[src/rtl/axis_pkg.sv]
package axis_pkg;

    // --------------------
    // Beat geometry
    // --------------------

    // Default bytes per beat, kept small for simulation
    localparam int DATA_BYTES_DEF = 8;

    // --------------------
    // Sideband
    // --------------------

    // Packet id carried in tuser
    localparam int PID_WIDTH = 16;

    typedef logic [PID_WIDTH-1:0] pid_t;

endpackage : axis_pkg

[src/rtl/smartnic_pkg.sv]
package smartnic_pkg;

    // --------------------
    // Port identifiers
    // --------------------

    // Used for both tid and tdest
    // Host port of lane n is HOST0 + n
    typedef enum logic [1:0] {
        PHY0  = 2'd0,
        PHY1  = 2'd1,
        HOST0 = 2'd2,
        HOST1 = 2'd3
    } port_t;

    // Lanes on the card
    localparam int NUM_PORTS_DEF = 2;

    // --------------------
    // Egress arbitration
    // --------------------

    typedef enum logic [1:0] {
        ARB_IDLE,
        ARB_APP,
        ARB_HOST
    } arb_state_t;

endpackage : smartnic_pkg

[src/rtl/axis_if.sv]
interface axis_if
    import axis_pkg::*;
    import smartnic_pkg::*;
#(
    parameter int DATA_BYTES = DATA_BYTES_DEF
) ();

    logic                    tvalid;
    logic                    tready;
    logic [DATA_BYTES*8-1:0] tdata;
    logic [DATA_BYTES-1:0]   tkeep;
    logic                    tlast;
    port_t                   tid;
    port_t                   tdest;
    pid_t                    tpid;

    // Source side
    modport tx (
        output tvalid, tdata, tkeep, tlast, tid, tdest, tpid,
        input  tready
    );

    // Sink side
    modport rx (
        input  tvalid, tdata, tkeep, tlast, tid, tdest, tpid,
        output tready
    );

endinterface : axis_if

[src/rtl/igr_demux.sv]
module igr_demux
    import axis_pkg::*;
    import smartnic_pkg::*;
#(
    parameter int DATA_BYTES = DATA_BYTES_DEF,
    parameter int LANE       = 0
) (
    input  logic core_clk,
    input  logic arst_n,
    axis_if.rx   igr,
    axis_if.tx   c2h,
    axis_if.tx   app
);

    // Host queue owned by this lane
    localparam port_t HOST_PORT = port_t'(int'(HOST0) + LANE);

    logic in_pkt;
    logic route_host_q;
    logic route_host;
    logic igr_xfer;

    // --------------------
    // Route selection
    // --------------------

    // First beat decides, later beats follow the stored choice
    assign route_host = in_pkt ? route_host_q : (igr.tdest == HOST_PORT);
    assign igr_xfer   = igr.tvalid && igr.tready;

    always_ff @(posedge core_clk or negedge arst_n) begin
        if (!arst_n) begin
            in_pkt       <= 1'b0;
            route_host_q <= 1'b0;
        end else if (igr_xfer) begin
            in_pkt       <= !igr.tlast;
            route_host_q <= route_host;
        end
    end

    // --------------------
    // Stream steering
    // --------------------

    assign c2h.tvalid = igr.tvalid && route_host;
    assign app.tvalid = igr.tvalid && !route_host;

    assign igr.tready = route_host ? c2h.tready : app.tready;

    // Byte enables only on the selected side
    assign c2h.tkeep = igr.tkeep & {DATA_BYTES{route_host}};
    assign app.tkeep = igr.tkeep & {DATA_BYTES{!route_host}};

    assign c2h.tdata = igr.tdata;
    assign c2h.tlast = igr.tlast;
    assign c2h.tid   = igr.tid;
    assign c2h.tdest = igr.tdest;
    assign c2h.tpid  = igr.tpid;

    assign app.tdata = igr.tdata;
    assign app.tlast = igr.tlast;
    assign app.tid   = igr.tid;
    assign app.tdest = igr.tdest;
    assign app.tpid  = igr.tpid;

endmodule : igr_demux

[src/rtl/axis_pipe.sv]
module axis_pipe
    import axis_pkg::*;
    import smartnic_pkg::*;
#(
    parameter int DATA_BYTES = DATA_BYTES_DEF
) (
    input  logic core_clk,
    input  logic arst_n,
    axis_if.rx   in_s,
    axis_if.tx   out_m
);

    // Application processing stage, two beats of storage
    logic [DATA_BYTES*8-1:0] data_q [2];
    logic [DATA_BYTES-1:0]   keep_q [2];
    logic [1:0]              last_q;
    port_t                   id_q   [2];
    port_t                   dest_q [2];
    pid_t                    pid_q  [2];

    logic       wr_ptr;
    logic       rd_ptr;
    logic [1:0] count;
    logic       push;
    logic       pop;

    // Ready drops only once both entries hold a beat
    assign in_s.tready = (count != 2'd2);
    assign push        = in_s.tvalid && in_s.tready;
    assign pop         = out_m.tvalid && out_m.tready;

    // --------------------
    // Storage
    // --------------------

    always_ff @(posedge core_clk) begin
        if (push) begin
            data_q[wr_ptr] <= in_s.tdata;
            keep_q[wr_ptr] <= in_s.tkeep;
            last_q[wr_ptr] <= in_s.tlast;
            id_q[wr_ptr]   <= in_s.tid;
            dest_q[wr_ptr] <= in_s.tdest;
            pid_q[wr_ptr]  <= in_s.tpid;
        end
    end

    always_ff @(posedge core_clk or negedge arst_n) begin
        if (!arst_n) begin
            wr_ptr <= 1'b0;
            rd_ptr <= 1'b0;
            count  <= 2'd0;
        end else begin
            if (push) wr_ptr <= !wr_ptr;
            if (pop) rd_ptr <= !rd_ptr;
            count <= count + {1'b0, push} - {1'b0, pop};
        end
    end

    // Head entry drives the output
    assign out_m.tvalid = (count != 2'd0);
    assign out_m.tdata  = data_q[rd_ptr];
    assign out_m.tkeep  = keep_q[rd_ptr];
    assign out_m.tlast  = last_q[rd_ptr];
    assign out_m.tid    = id_q[rd_ptr];
    assign out_m.tdest  = dest_q[rd_ptr];
    assign out_m.tpid   = pid_q[rd_ptr];

endmodule : axis_pipe

[src/rtl/egr_arbiter.sv]
module egr_arbiter
    import smartnic_pkg::*;
(
    input  logic core_clk,
    input  logic arst_n,
    input  logic app_req,
    input  logic host_req,
    input  logic pkt_done,
    output logic grant_app,
    output logic grant_host
);

    arb_state_t state;
    arb_state_t state_nxt;

    // Set when the host source had the last grant
    logic last_host;

    // --------------------
    // Next state
    // --------------------

    always_comb begin
        state_nxt = state;
        case (state)
            ARB_IDLE: begin
                if (app_req && host_req) begin
                    // Both pending, serve the other one this time
                    state_nxt = last_host ? ARB_APP : ARB_HOST;
                end else if (app_req) begin
                    state_nxt = ARB_APP;
                end else if (host_req) begin
                    state_nxt = ARB_HOST;
                end
            end
            ARB_APP, ARB_HOST: begin
                if (pkt_done) state_nxt = ARB_IDLE;
            end
            default: state_nxt = ARB_IDLE;
        endcase
    end

    always_ff @(posedge core_clk or negedge arst_n) begin
        if (!arst_n) begin
            state     <= ARB_IDLE;
            last_host <= 1'b0;
        end else begin
            state <= state_nxt;
            if (state == ARB_IDLE && state_nxt != ARB_IDLE) begin
                last_host <= (state_nxt == ARB_HOST);
            end
        end
    end

    // Grants come straight from the state register
    assign grant_app  = (state == ARB_APP);
    assign grant_host = (state == ARB_HOST);

endmodule : egr_arbiter

[src/rtl/egr_mux.sv]
module egr_mux
    import axis_pkg::*;
#(
    parameter int DATA_BYTES = DATA_BYTES_DEF
) (
    axis_if.rx   app,
    axis_if.rx   host,
    axis_if.tx   egr,
    input  logic grant_app,
    input  logic grant_host,
    output logic pkt_done
);

    // --------------------
    // Payload select
    // --------------------

    // Grants are one-hot or zero, so an AND-OR select is enough
    assign egr.tvalid = (grant_app && app.tvalid) || (grant_host && host.tvalid);
    assign egr.tlast  = (grant_app && app.tlast) || (grant_host && host.tlast);

    assign egr.tdata = ({(DATA_BYTES*8){grant_app}} & app.tdata)
                     | ({(DATA_BYTES*8){grant_host}} & host.tdata);
    assign egr.tkeep = ({DATA_BYTES{grant_app}} & app.tkeep)
                     | ({DATA_BYTES{grant_host}} & host.tkeep);
    assign egr.tpid  = ({PID_WIDTH{grant_app}} & app.tpid)
                     | ({PID_WIDTH{grant_host}} & host.tpid);

    assign egr.tid   = grant_host ? host.tid : app.tid;
    assign egr.tdest = grant_host ? host.tdest : app.tdest;

    // Only the granted source sees ready
    assign app.tready  = grant_app && egr.tready;
    assign host.tready = grant_host && egr.tready;

    // Last beat of the granted packet has left
    assign pkt_done = egr.tvalid && egr.tready && egr.tlast;

endmodule : egr_mux

[src/rtl/smartnic_app.sv]
module smartnic_app
    import axis_pkg::*;
    import smartnic_pkg::*;
#(
    parameter int NUM_PORTS  = NUM_PORTS_DEF,
    parameter int DATA_BYTES = DATA_BYTES_DEF
) (
    input  logic core_clk,
    input  logic arst_n,

    // Ingress from the network side
    input  logic [NUM_PORTS-1:0]                axis_app_igr_tvalid,
    output logic [NUM_PORTS-1:0]                axis_app_igr_tready,
    input  logic [NUM_PORTS*DATA_BYTES*8-1:0]   axis_app_igr_tdata,
    input  logic [NUM_PORTS*DATA_BYTES-1:0]     axis_app_igr_tkeep,
    input  logic [NUM_PORTS-1:0]                axis_app_igr_tlast,
    input  logic [NUM_PORTS*$bits(port_t)-1:0]  axis_app_igr_tid,
    input  logic [NUM_PORTS*$bits(port_t)-1:0]  axis_app_igr_tdest,
    input  logic [NUM_PORTS*PID_WIDTH-1:0]      axis_app_igr_tuser_pid,

    // Host to card
    input  logic [NUM_PORTS-1:0]                axis_h2c_tvalid,
    output logic [NUM_PORTS-1:0]                axis_h2c_tready,
    input  logic [NUM_PORTS*DATA_BYTES*8-1:0]   axis_h2c_tdata,
    input  logic [NUM_PORTS*DATA_BYTES-1:0]     axis_h2c_tkeep,
    input  logic [NUM_PORTS-1:0]                axis_h2c_tlast,
    input  logic [NUM_PORTS*$bits(port_t)-1:0]  axis_h2c_tid,
    input  logic [NUM_PORTS*$bits(port_t)-1:0]  axis_h2c_tdest,
    input  logic [NUM_PORTS*PID_WIDTH-1:0]      axis_h2c_tuser_pid,

    // Egress toward the network side
    output logic [NUM_PORTS-1:0]                axis_app_egr_tvalid,
    input  logic [NUM_PORTS-1:0]                axis_app_egr_tready,
    output logic [NUM_PORTS*DATA_BYTES*8-1:0]   axis_app_egr_tdata,
    output logic [NUM_PORTS*DATA_BYTES-1:0]     axis_app_egr_tkeep,
    output logic [NUM_PORTS-1:0]                axis_app_egr_tlast,
    output logic [NUM_PORTS*$bits(port_t)-1:0]  axis_app_egr_tid,
    output logic [NUM_PORTS*$bits(port_t)-1:0]  axis_app_egr_tdest,
    output logic [NUM_PORTS*PID_WIDTH-1:0]      axis_app_egr_tuser_pid,

    // Card to host
    output logic [NUM_PORTS-1:0]                axis_c2h_tvalid,
    input  logic [NUM_PORTS-1:0]                axis_c2h_tready,
    output logic [NUM_PORTS*DATA_BYTES*8-1:0]   axis_c2h_tdata,
    output logic [NUM_PORTS*DATA_BYTES-1:0]     axis_c2h_tkeep,
    output logic [NUM_PORTS-1:0]                axis_c2h_tlast,
    output logic [NUM_PORTS*$bits(port_t)-1:0]  axis_c2h_tid,
    output logic [NUM_PORTS*$bits(port_t)-1:0]  axis_c2h_tdest,
    output logic [NUM_PORTS*PID_WIDTH-1:0]      axis_c2h_tuser_pid
);

    localparam int DW = DATA_BYTES * 8;
    localparam int PW = $bits(port_t);

    for (genvar g = 0; g < NUM_PORTS; g++) begin : g_lane
        axis_if #(.DATA_BYTES(DATA_BYTES)) igr ();
        axis_if #(.DATA_BYTES(DATA_BYTES)) c2h ();
        axis_if #(.DATA_BYTES(DATA_BYTES)) app_in ();
        axis_if #(.DATA_BYTES(DATA_BYTES)) app_out ();
        axis_if #(.DATA_BYTES(DATA_BYTES)) h2c ();
        axis_if #(.DATA_BYTES(DATA_BYTES)) egr ();

        logic grant_app;
        logic grant_host;
        logic pkt_done;

        // --------------------
        // Flat ports to lane streams
        // --------------------
        assign igr.tvalid             = axis_app_igr_tvalid[g];
        assign igr.tdata              = axis_app_igr_tdata[g*DW +: DW];
        assign igr.tkeep              = axis_app_igr_tkeep[g*DATA_BYTES +: DATA_BYTES];
        assign igr.tlast              = axis_app_igr_tlast[g];
        assign igr.tid                = port_t'(axis_app_igr_tid[g*PW +: PW]);
        assign igr.tdest              = port_t'(axis_app_igr_tdest[g*PW +: PW]);
        assign igr.tpid               = axis_app_igr_tuser_pid[g*PID_WIDTH +: PID_WIDTH];
        assign axis_app_igr_tready[g] = igr.tready;

        assign h2c.tvalid         = axis_h2c_tvalid[g];
        assign h2c.tdata          = axis_h2c_tdata[g*DW +: DW];
        assign h2c.tkeep          = axis_h2c_tkeep[g*DATA_BYTES +: DATA_BYTES];
        assign h2c.tlast          = axis_h2c_tlast[g];
        assign h2c.tid            = port_t'(axis_h2c_tid[g*PW +: PW]);
        assign h2c.tdest          = port_t'(axis_h2c_tdest[g*PW +: PW]);
        assign h2c.tpid           = axis_h2c_tuser_pid[g*PID_WIDTH +: PID_WIDTH];
        assign axis_h2c_tready[g] = h2c.tready;

        assign axis_app_egr_tvalid[g]                            = egr.tvalid;
        assign axis_app_egr_tdata[g*DW +: DW]                    = egr.tdata;
        assign axis_app_egr_tkeep[g*DATA_BYTES +: DATA_BYTES]    = egr.tkeep;
        assign axis_app_egr_tlast[g]                             = egr.tlast;
        assign axis_app_egr_tid[g*PW +: PW]                      = egr.tid;
        assign axis_app_egr_tdest[g*PW +: PW]                    = egr.tdest;
        assign axis_app_egr_tuser_pid[g*PID_WIDTH +: PID_WIDTH]  = egr.tpid;
        assign egr.tready                                        = axis_app_egr_tready[g];

        assign axis_c2h_tvalid[g]                           = c2h.tvalid;
        assign axis_c2h_tdata[g*DW +: DW]                   = c2h.tdata;
        assign axis_c2h_tkeep[g*DATA_BYTES +: DATA_BYTES]   = c2h.tkeep;
        assign axis_c2h_tlast[g]                            = c2h.tlast;
        assign axis_c2h_tid[g*PW +: PW]                     = c2h.tid;
        assign axis_c2h_tdest[g*PW +: PW]                   = c2h.tdest;
        assign axis_c2h_tuser_pid[g*PID_WIDTH +: PID_WIDTH] = c2h.tpid;
        assign c2h.tready                                   = axis_c2h_tready[g];

        // --------------------
        // Lane datapath
        // --------------------
        igr_demux #(.DATA_BYTES(DATA_BYTES), .LANE(g)) i_igr_demux (
            .core_clk ( core_clk ),
            .arst_n   ( arst_n ),
            .igr      ( igr ),
            .c2h      ( c2h ),
            .app      ( app_in )
        );

        axis_pipe #(.DATA_BYTES(DATA_BYTES)) i_axis_pipe (
            .core_clk ( core_clk ),
            .arst_n   ( arst_n ),
            .in_s     ( app_in ),
            .out_m    ( app_out )
        );

        egr_arbiter i_egr_arbiter (
            .core_clk   ( core_clk ),
            .arst_n     ( arst_n ),
            .app_req    ( app_out.tvalid ),
            .host_req   ( h2c.tvalid ),
            .pkt_done   ( pkt_done ),
            .grant_app  ( grant_app ),
            .grant_host ( grant_host )
        );

        egr_mux #(.DATA_BYTES(DATA_BYTES)) i_egr_mux (
            .app        ( app_out ),
            .host       ( h2c ),
            .egr        ( egr ),
            .grant_app  ( grant_app ),
            .grant_host ( grant_host ),
            .pkt_done   ( pkt_done )
        );
    end

endmodule : smartnic_app

[config.mk]
export PLATFORM = sky130hd
export DESIGN_NAME = smartnic_app
export DESIGN_NICKNAME = d
export VERILOG_FILES = /design/src/rtl/axis_pkg.sv /design/src/rtl/smartnic_pkg.sv /design/src/rtl/axis_if.sv /design/src/rtl/igr_demux.sv /design/src/rtl/axis_pipe.sv /design/src/rtl/egr_arbiter.sv /design/src/rtl/egr_mux.sv /design/src/rtl/smartnic_app.sv
export SDC_FILE = /design/constraint.sdc
export NUM_CORES = 1
export LEC_CHECK = 0
export ABC_AREA = 1
export BUFFER_PORTS_ARGS = -buffer_cell sky130_fd_sc_hd__buf_4
export CAP_MARGIN = 20
export CELL_PAD_IN_SITES_DETAIL_PLACEMENT = 0
export CELL_PAD_IN_SITES_GLOBAL_PLACEMENT = 1
export CORE_AREA = 4 4 292 294
export DETAILED_ROUTE_END_ITERATION = 6
export DIE_AREA = 0 0 296 298
export PLACE_DENSITY = 0.67
export SYNTH_ARGS = -nofsm -noshare
export SYNTH_HDL_FRONTEND = slang
export SYNTH_HIERARCHICAL = 1
export SYNTH_SLANG_ARGS = --single-unit
[constraint.sdc]
create_clock -name core_clk -period 5.5 [get_ports core_clk]
set_clock_uncertainty 0.1 [all_clocks]
set_input_delay 0.55 -clock core_clk [delete_from_list [all_inputs] [get_ports core_clk]]
set_output_delay 0.55 -clock core_clk [all_outputs]
set_load 0.03 [all_outputs]
==> flow_summary.json, run 1 <==
{
  "cp_max_fo": 71,
  "finalSetupViolCount": 0,
  "rsz0062_at_grt": "false",
  "cp_slowest_cell": "buf_4",
  "max_cap_viol_count": 0,
  "postCtsSetupRepairBufs": 0,
  "crit_chain": "clkinv_2 > buf_4 > nand2_1 > nand2_1 > nand2_1 > nand2_1 > buf_4",
  "leakagePower_nw": 12.2,
  "antenna_found_initial": 8,
  "layout_setup_ws_ps": 1920,
  "p_per_area_mw_per_mm2": 528,
  "path_common_cell": "nand2_1",
  "vdd_ir_drop_max_mv": 0.252,
  "synth.avg_cell_area_um2": 9.25,
  "whs_ps": 68.1,
  "routed_wl_mm": 67.5,
  "clk_pin_slew_ps": 60,
  "synth_cell_type_count": 24,
  "crit_buf_inv": 3,
  "path_class": "reg -> out",
  "start_kind": "flop",
  "cts_root_buffer": "clkbuf_16",
  "post_cts_resized": 0,
  "final_hold_viol_count": 0,
  "tns_ps": 0,
  "clock_latency_ps": 560,
  "max_slew_margin_pct": 30.6,
  "cts_tree": "yes",
  "ys_warn_count": 6,
  "grt_pass1_vias": 14400,
  "post-route-period-util_pct": 65.2,
  "cts_sinks": 390,
  "cts_buffers": 46,
  "multi_input_comb_area_mm2": 0.00509,
  "r2r-end": "g_lane[1].i_axis_pipe/data_q[0][40]$_DFFE_PP_",
  "first_iter_violations": 748,
  "cp_top_family": "buffers and inverters",
  "seq_area_mm2": 0.0116,
  "dr_total_vias": 14700,
  "holdPathEnd": "g_lane[0].i_axis_pipe/data_q[0][1]$_DFFE_PP_",
  "slowest_delay_ps": 670,
  "grt_max_degree": 89,
  "maxSlewViolCount": 0,
  "synth-seq-area-share_pct": 57.7,
  "grtUsageTotal_pct": 14.5,
  "viasPerCell": 3.98,
  "htree_levels": 2,
  "rr_worst_depth": 7,
  "initial_core_util_pct": 24.3,
  "detail_route.drc_violations": 0,
  "synth_nets": 2571,
  "r2r-start": "g_lane[1].i_igr_demux/in_pkt$_DFFE_PN0P_",
  "fin_crit_ps": 3580,
  "drive_gt1_share_pct": 33.7,
  "dieWidth_um": 296,
  "drtPass1Iterations": 7,
  "max_freq_ghz": 0.279,
  "place.gp.congestion": 0.810,
  "ys_ff_latch": 390,
  "worstHoldStart": "axis_app_igr_tdata[1]",
  "detail-route-antenna-nets": 0,
  "required_ps": 4850,
  "finalPower_mw": 13.6,
  "hold_depth": 1,
  "end_kind": "primary output",
  "synthCells": 2178,
  "dp_hpwl_mm": 51.5,
  "die_area_mm2": 0.0882,
  "portBuffers": 761,
  "die_h_um": 298,
  "core_mm2": 0.0829,
  "cts_max_path_buffers": 3,
  "hold_path_class": "in -> reg",
  "wl_per_cell_um": 18.3,
  "r2r_setup_slack_ps": 2700,
  "io_pins": 762,
  "worst_pin_slew_ps": 1040,
  "layout.nets": 2965,
  "place_ws_ps": 2360,
  "syn2layout_area_growth_pct": 28.1,
  "syn_area_mm2": 0.0201,
  "num_rows": 106,
  "grt_first_pass_wirelength_mm": 94.6,
  "nFillCells": 8724,
  "status": "completed",
  "crit_start": "g_lane[0].i_axis_pipe/rd_ptr$_DFFE_PN0P_",
  "arrival_ps": 2930,
  "grt_overflow": 0
}
where the power goes:
part	leakage, nW	internal, mW	switching (mW)	total [mW]
clock	0.725	1.78	1.23	3.01
sequential	3.65	4.04	0.236	4.27
combinational	7.82	1.91	4.42	6.33
total	12.2	7.73	5.88	13.6
cell families (layout without fill, tap and decap cells):
logic type | count (synthesis) | count (layout) | synth area share, %
flops | 390 | 390 | 57.7
compound gates | 16 | 16 | 0.398
xor+xnor | 1 | 1 | 0.0435
simple gates | 1245 | 1245 | 23.8
other cells | 0 | 1 | 0
buf+inv | 515 | 942 | 17.4
fa+ha+maj | 11 | 11 | 0.683
per-stage QoR:
stage	instances	utilization (%)	area, µm²
finish	3686	31.1	25800
global route	3686	31.1	25800
CTS	3685	31.1	25800
detailed placement	3603	29.3	24300
global placement	3603	29.3	24300
floorplan	2178	-	20100
area by class of cell:
type	instances	area share, %
antenna	1	0.00970
clock buffer	53	4.57
clock inverter	28	1.22
inverter	80	1.22
multi-input combinational	1273	19.8
sequential	390	45.1
tap	1080	5.24
timing repair buffer	781	22.9
synth_stat cells:
cell type	number	area (µm²)
buf_4	363	2730
nand3_1	27	135
inv_1	72	270
nor2_4	1	11.3
nand3_4	1	17.5
edfxtp_1	372	11200
clkbuf_1	1	3.75
nand2_2	6	37.5
nand2_8	1	20.0
ha_1	11	138
xor2_1	1	8.76
a21oi_1	7	35.0
inv_2	6	22.5
buf_6	16	180
buf_2	55	275
dfrtp_1	18	450
inv_6	2	17.5
nor2_8	1	20.0
nand2_4	1	11.3
o21ai_0	9	45.0
nor2_2	2	12.5
nor2_1	42	158
nand3_2	1	10.0
nand2_1	1162	4360
sequential cells by signal, indices dropped and copies added, names as in the netlist, 4 cells and up:
name                        cells
g_lane.i_egr_arbiter/state      4
g_lane.i_axis_pipe/last_q       4
g_lane.i_axis_pipe/count        4
g_lane.i_axis_pipe/keep_q      32
g_lane.i_axis_pipe/dest_q       8
g_lane.i_axis_pipe/data_q     256
g_lane.i_axis_pipe/pid_q       64
g_lane.i_axis_pipe/id_q         8
worst reg2reg max path, cell delays in order, from the launching register on:
cell and delay (ps):
dfrtp_1 410, inv_2 60, nand3_2 100, nand2_4 150, nor2_1 200, nand2_1 200, nor2_4 830, buf_12 370
cells in the final DEF, fill, tap and decap left out, types with 2 or more instances in the layout:
| cell | Yosys | routed |
|---|---|---|
| nor2_1 | 42 | 39 |
| ha_4 | 0 | 4 |
| bufinv_16 | 0 | 5 |
| a21oi_1 | 7 | 7 |
| dfrtp_4 | 0 | 2 |
| clkinv_2 | 0 | 6 |
| inv_6 | 2 | 5 |
| clkinv_1 | 0 | 8 |
| clkbuf_1 | 1 | 7 |
| edfxtp_1 | 372 | 372 |
| nand3_1 | 27 | 27 |
| nor2_4 | 1 | 4 |
| nand2_1 | 1162 | 1162 |
| inv_1 | 72 | 71 |
| clkbuf_16 | 0 | 46 |
| nand2_2 | 6 | 6 |
| inv_2 | 6 | 4 |
| nor2_2 | 2 | 2 |
| buf_4 | 363 | 777 |
| o21ai_0 | 9 | 9 |
| ha_1 | 11 | 7 |
| clkinv_4 | 0 | 5 |
| dfrtp_1 | 18 | 16 |
| buf_12 | 0 | 3 |
worst max-delay path by stage:
stage,to,depth (start not counted)
5_1_grt,axis_app_egr_tdata[30],7
3_5_place_dp,g_lane[1].i_axis_pipe/data_q[1][1]$_DFFE_PP_,7
2_1_floorplan,g_lane[1].i_axis_pipe/data_q[1][0]$_DFFE_PP_,5
4_1_cts,axis_app_egr_tdest[1],7
3_3_place_gp,g_lane[1].i_axis_pipe/data_q[1][0]$_DFFE_PP_,7
6_report,axis_app_egr_tdata[10],7
layer usage:
layer | vias up | track usage [%] | share of wire, % | routed length [µm]
met1 | 6719 | 17.0 | 39 | 26500
met5 | - | 0 | 0.019 | 13
met4 | 2 | 4.15 | 2.7 | 1860
met3 | 89 | 3.41 | 7.6 | 5130
met2 | 557 | 26.4 | 50 | 34000
li1 | 7299 | - | - | -
timing repair:
item                                    in CTS  in global routing
hold buffers                                 1                  0
endpoints found under the setup margin       0                  0
endpoints found under the hold margin       18                  0
(Power assumes the default switching activity.)
==> run 2: changes to the inputs <==
==> constraint.sdc (replaced) <==
create_clock -name core_clk -period 3.08 [get_ports core_clk]
set_clock_uncertainty 0.1 [all_clocks]
set_input_delay 0.308 -clock core_clk [delete_from_list [all_inputs] [get_ports core_clk]]
set_output_delay 0.308 -clock core_clk [all_outputs]
set_load 0.03 [all_outputs]
==> run 2 against run 1 <==
Compared with the run above: total power grew 83%; register-to-register slack lost 2000 ps; first-iteration DRC count grew 2.1%; non-clock buffer count grew 207; routed wire length grew 3.5%; cell count grew 5.7%; final area grew 8.7%.
==> flow_summary.json, run 2 (synthesized netlist as in run 1, its figures left out) <==
{
  "status": "completed",
  "portBuffers": 761,
  "core_mm2": 0.0829,
  "max_freq_ghz": 0.361,
  "max_slew_margin_pct": 55.9,
  "placed_cell_area_mm2": 0.0247,
  "routed_wl_mm": 69.9,
  "path_class": "reg -> out",
  "cp_max_fo": 41,
  "hold_depth": 5,
  "cts_tree": "yes",
  "final_common_cell": "nand2_1",
  "arrival_ps": 2360,
  "final_hold_viol_count": 0,
  "cts_sinks": 390,
  "cts_root_buffer": "clkbuf_16",
  "detail-route-antenna-nets": 0,
  "initial_core_util_pct": 24.3,
  "mostFrequentLayoutCells": "nand2_1, buf_4, edfxtp_1",
  "post_cts_resized": 0,
  "first_iter_violations": 764,
  "worstHoldStart": "axis_app_egr_tready[0]",
  "rsz0062_at_grt": "false",
  "layout.nets": 3171,
  "worst_pin_slew_ps": 660,
  "regMostFlops": "g_lane.i_axis_pipe/data_q",
  "seq_area_mm2": 0.0116,
  "reg_top3": "g_lane.i_axis_pipe/data_q (256), g_lane.i_axis_pipe/pid_q (64), g_lane.i_axis_pipe/keep_q (32)",
  "end_kind": "primary output",
  "met1_usage_pct": 17.3,
  "detail_route.drc_violations": 0,
  "drtPass1Iterations": 5,
  "holdPathEnd": "g_lane[0].i_axis_pipe/rd_ptr$_DFFE_PN0P_",
  "fin_crit_ps": 2770,
  "viasPerCell": 3.98,
  "rr_worst_depth": 7,
  "grt_overflow": 0,
  "start_kind": "flop",
  "finalSetupViolCount": 0,
  "fin_area_mm2": 0.0280,
  "die_area_mm2": 0.0882,
  "busiest_layer": "met2",
  "r2r-end": "g_lane[1].i_axis_pipe/keep_q[1][6]$_DFFE_PP_",
  "dr_total_vias": 15500,
  "htree_levels": 2,
  "antenna_found_initial": 5,
  "syn2layout_area_growth_pct": 39.2,
  "post-route-period-util_pct": 89.9,
  "tns_ps": 0,
  "use_met3_pct": 2.79,
  "drive_gt1_share_pct": 32.1,
  "nFillCells": 8517,
  "r2r_setup_slack_ps": 700,
  "place.gp.congestion": 0.801,
  "clock_latency_ps": 560,
  "dp_hpwl_mm": 53.1,
  "dieWidth_um": 296,
  "max_cap_viol_count": 0,
  "use_met2_pct": 27.5,
  "cts_buffers": 45,
  "maxSlewViolCount": 0,
  "required_ps": 2670,
  "multi_input_comb_area_mm2": 0.00509,
  "clk_pin_slew_ps": 60,
  "grt_pass1_vias": 15600,
  "cts_max_path_buffers": 3,
  "grt_first_pass_wirelength_mm": 98.5,
  "io_pins": 762,
  "r2r-start": "g_lane[1].i_igr_demux/in_pkt$_DFFE_PN0P_",
  "num_rows": 106,
  "p_per_area_mw_per_mm2": 890,
  "hold_path_class": "in -> reg",
  "finalPower_mw": 25.0,
  "grt_max_degree": 95,
  "grtUsageTotal_pct": 15.0,
  "wl_per_cell_um": 18.0,
  "largest_register_ffs": 256,
  "leakagePower_nw": 13.2,
  "die_h_um": 298,
  "vdd_ir_drop_max_mv": 0.512,
  "whs_ps": 40.8
}
==> run 2: cell types whose count changed in the layout (fill, tap and decap cells not counted), sizes merged <==
cell / before / now
dlygate4sd3: 1 / 182
buf: 780 / 806
inv: 82 / 86
clkbuf: 53 / 50
clkinv: 20 / 18
clkinvlp: 1 / 3
diode: 1 / 2
==> run 2: area by class of cell <==
cell class | count | share of cell area [%]
flip-flops and latches | 390 | 41.5
repair buffers | 988 | 29.1
multi-input cells | 1273 | 18.2
well taps | 1080 | 4.82
clock buffers | 50 | 4.08
clock inverters | 32 | 1.21
inverters | 80 | 1.13
diodes | 2 | 0.0178
==> run 2: where the power goes <==
group	internal, mW	switching (mW)	leakage, nW	total [mW]
clock network	3.14	2.19	0.721	5.33
registers	7.20	0.312	3.65	7.51
logic	3.97	8.14	8.79	12.1
==> run 2: worst max path at each step <==
stage                                                          start                                            to
final                     g_lane[0].i_egr_arbiter/state[0]$_DFF_PN0_                        axis_app_egr_tdata[40]
after global routing      g_lane[0].i_egr_arbiter/state[0]$_DFF_PN0_                        axis_app_egr_tdata[27]
after CTS                 g_lane[0].i_egr_arbiter/state[0]$_DFF_PN0_                        axis_app_egr_tdata[22]
after detailed placement                       axis_app_igr_tdest[0]   g_lane[0].i_axis_pipe/pid_q[0][2]$_DFFE_PP_
after global placement                         axis_app_igr_tdest[0]    g_lane[0].i_axis_pipe/id_q[0][0]$_DFFE_PP_
after floorplan             g_lane[1].i_igr_demux/in_pkt$_DFFE_PN0P_  g_lane[1].i_axis_pipe/data_q[1][0]$_DFFE_PP_
==> run 2: stage by stage <==
step,cells,util [%],setup WS [ps]
2_1_floorplan,2178,-,-806
3_3_place_gp,3629,29.8,637
3_5_place_dp,3629,29.8,620
4_1_cts,3893,33.8,223
5_1_grt,3895,33.8,148
6_report,3895,33.8,311
==> run 2: timing repair <==
action	CTS	global route
buffers inserted	0	0
endpoints found under the hold margin	371	0
hold buffers	182	0
==> run 2: critical path, cell delays in order, from the launching register on <==
cell     delay (ps)
dfrtp_1         440
inv_1           160
ha_4            520
buf_12          280
nand2_1          70
nand2_1         100
buf_4           180
==> run 2: metal layers <==
metal,routed length [µm],vias to the layer above
met1,27200,7083
met3,4770,95
met4,2220,0
met5,0,-
met2,35700,604
li1,-,7725
==> run 3: changes to the inputs <==
--- a/config.mk
+++ b/config.mk
@@ -7,13 +7,13 @@
 export LEC_CHECK = 0
 export ABC_AREA = 1
 export BUFFER_PORTS_ARGS = -buffer_cell sky130_fd_sc_hd__buf_4
-export CAP_MARGIN = 20
 export CELL_PAD_IN_SITES_DETAIL_PLACEMENT = 0
 export CELL_PAD_IN_SITES_GLOBAL_PLACEMENT = 1
 export CORE_AREA = 4 4 292 294
 export DETAILED_ROUTE_END_ITERATION = 6
 export DIE_AREA = 0 0 296 298
 export PLACE_DENSITY = 0.67
+export REMOVE_ABC_BUFFERS = 1
 export SYNTH_ARGS = -nofsm -noshare
 export SYNTH_HDL_FRONTEND = slang
 export SYNTH_HIERARCHICAL = 1
==> run 3 against run 2 <==
Compared with the run above: largest power group unchanged; routed wire length grew 5.3%; critical path depth grew 1; cell count grew 0.33%; worst hold slack gained 18 ps; sequential cell count is the same.
==> flow_summary.json, run 3 (synthesized netlist as in run 1, its figures left out) <==
{
  "status": "completed",
  "worst_pin_slew_ps": 753,
  "layout.nets": 3186,
  "cp_max_fo": 35,
  "cts_tree": "yes",
  "final_common_cell": "nand2_1",
  "cts_buffers": 44,
  "leakagePower_nw": 13.1,
  "seq_area_mm2": 0.0116,
  "dr_total_vias": 15800,
  "cts_root_buffer": "clkbuf_16",
  "cts_max_path_buffers": 3,
  "nFillCells": 8460,
  "path_class": "reg -> out",
  "slowest_delay_ps": 560,
  "die_h_um": 298,
  "routed_wl_mm": 73.6,
  "max_slew_margin_pct": 49.8,
  "htree_levels": 2,
  "reg_top3": "g_lane.i_axis_pipe/data_q (256), g_lane.i_axis_pipe/pid_q (64), g_lane.i_axis_pipe/keep_q (32)",
  "crit_chain": "clkinv_2 > buf_4 > nand2_1 > nand2_1 > nand2_1 > nand2_1 > buf_4",
  "max_cap_viol_count": 0,
  "postCtsSetupRepairBufs": 0,
  "layout_setup_ws_ps": 176,
  "regMostFlops": "g_lane.i_axis_pipe/data_q",
  "place_ws_ps": 720,
  "detail_route.drc_violations": 0,
  "portBuffers": 761,
  "clock_latency_ps": 560,
  "grt_first_pass_wirelength_mm": 103,
  "antenna_found_initial": 16,
  "whs_ps": 59.2,
  "wl_per_cell_um": 18.8,
  "first_iter_violations": 750,
  "grt_pass1_vias": 15900,
  "viasPerCell": 4.03,
  "dieWidth_um": 296,
  "required_ps": 2670,
  "hold_buffers": 178,
  "num_rows": 106,
  "io_pins": 762,
  "path_common_cell": "nand2_1",
  "hold_path_class": "in -> reg",
  "clk_pin_slew_ps": 60,
  "fin_crit_ps": 2900,
  "arrival_ps": 2500,
  "end_kind": "primary output",
  "drive_gt1_share_pct": 32.4,
  "initial_core_util_pct": 24.3,
  "max_freq_ghz": 0.344,
  "core_mm2": 0.0829,
  "die_area_mm2": 0.0882,
  "dp_hpwl_mm": 57.1,
  "start_kind": "flop",
  "post_cts_resized": 0,
  "multi_input_comb_area_mm2": 0.00509,
  "final_hold_viol_count": 0,
  "grt_overflow": 0,
  "mostFrequentLayoutCells": "nand2_1, buf_4, edfxtp_1",
  "finalPower_mw": 24.5,
  "place.gp.congestion": 0.788,
  "post-route-period-util_pct": 94.3,
  "largest_register_ffs": 256,
  "vdd_ir_drop_max_mv": 0.429,
  "maxSlewViolCount": 0,
  "p_per_area_mw_per_mm2": 880,
  "cp_slowest_cell": "clkinv_2",
  "rsz0062_at_grt": "false",
  "syn2layout_area_growth_pct": 38.3,
  "grtUsageTotal_pct": 15.9,
  "drtPass1Iterations": 5,
  "grt_max_degree": 95,
  "detail-route-antenna-nets": 0,
  "cts_sinks": 390,
  "finalSetupViolCount": 0
}
[run 3: final cells by class]
type | count | share of cell area [%]
antenna | 5 | 0.0449
sequential | 390 | 41.8
tap | 1080 | 4.85
clock buffer | 59 | 4.19
inverter | 80 | 1.13
clock inverter | 17 | 0.449
multi-input combinational | 1273 | 18.3
timing repair buffer | 1004 | 29.3
[run 3: critical path, delay by kind of cell, from the launching register on]
family	cells	cell delay [ps]
DFF	1	430
and+or+nand+nor	4	270
buffers and inverters	3	1180
[run 3: metal layers]
| layer | share of wire, % | global-route usage (%) | routed length [µm] |
|---|---|---|---|
| met1 | 37 | 17.5 | 27500 |
| met2 | 52 | 30.0 | 38600 |
| met3 | 7.7 | 4.06 | 5680 |
| met4 | 2.5 | 4.43 | 1860 |
| met5 | 0 | 0 | 0 |
[run 3: power breakdown]
part	switching [mW]	total [mW]	leakage (nW)	internal (mW)
clock	2.05	4.79	0.629	2.74
combinational	8.22	12.2	8.84	3.98
sequential	0.318	7.52	3.65	7.20
total	10.6	24.5	13.1	13.9
[run 3: final timing paths]
kind	start	end	slack [ps]	depth (start not counted)
hold reg to reg	g_lane[0].i_axis_pipe/wr_ptr$_DFFE_PN0N_	g_lane[0].i_axis_pipe/wr_ptr$_DFFE_PN0N_	390	2
setup reg to reg	g_lane[1].i_igr_demux/in_pkt$_DFFE_PN0P_	g_lane[1].i_axis_pipe/data_q[1][59]$_DFFE_PP_	710	7
min in group asynchronous	arst_n	g_lane[1].i_igr_demux/route_host_q$_DFFE_PN0P_	90	2
max in group asynchronous	arst_n	g_lane[0].i_axis_pipe/rd_ptr$_DFFE_PN0P_	2510	2
setup / recovery	g_lane[1].i_axis_pipe/rd_ptr$_DFFE_PN0P_	axis_app_egr_tdata[108]	180	7
hold / removal	axis_app_egr_tready[0]	g_lane[0].i_axis_pipe/rd_ptr$_DFFE_PN0P_	60	5
[run 3: stage by stage]
stage	TNS, ps	instances	area (µm²)	utilization [%]
floorplan	-760250	1743	17000	-
global placement	0	3649	24800	29.9
detailed placement	0	3649	24800	29.9
CTS	0	3903	27800	33.6
global route	0	3906	27800	33.6
finish	0	3908	27900	33.6
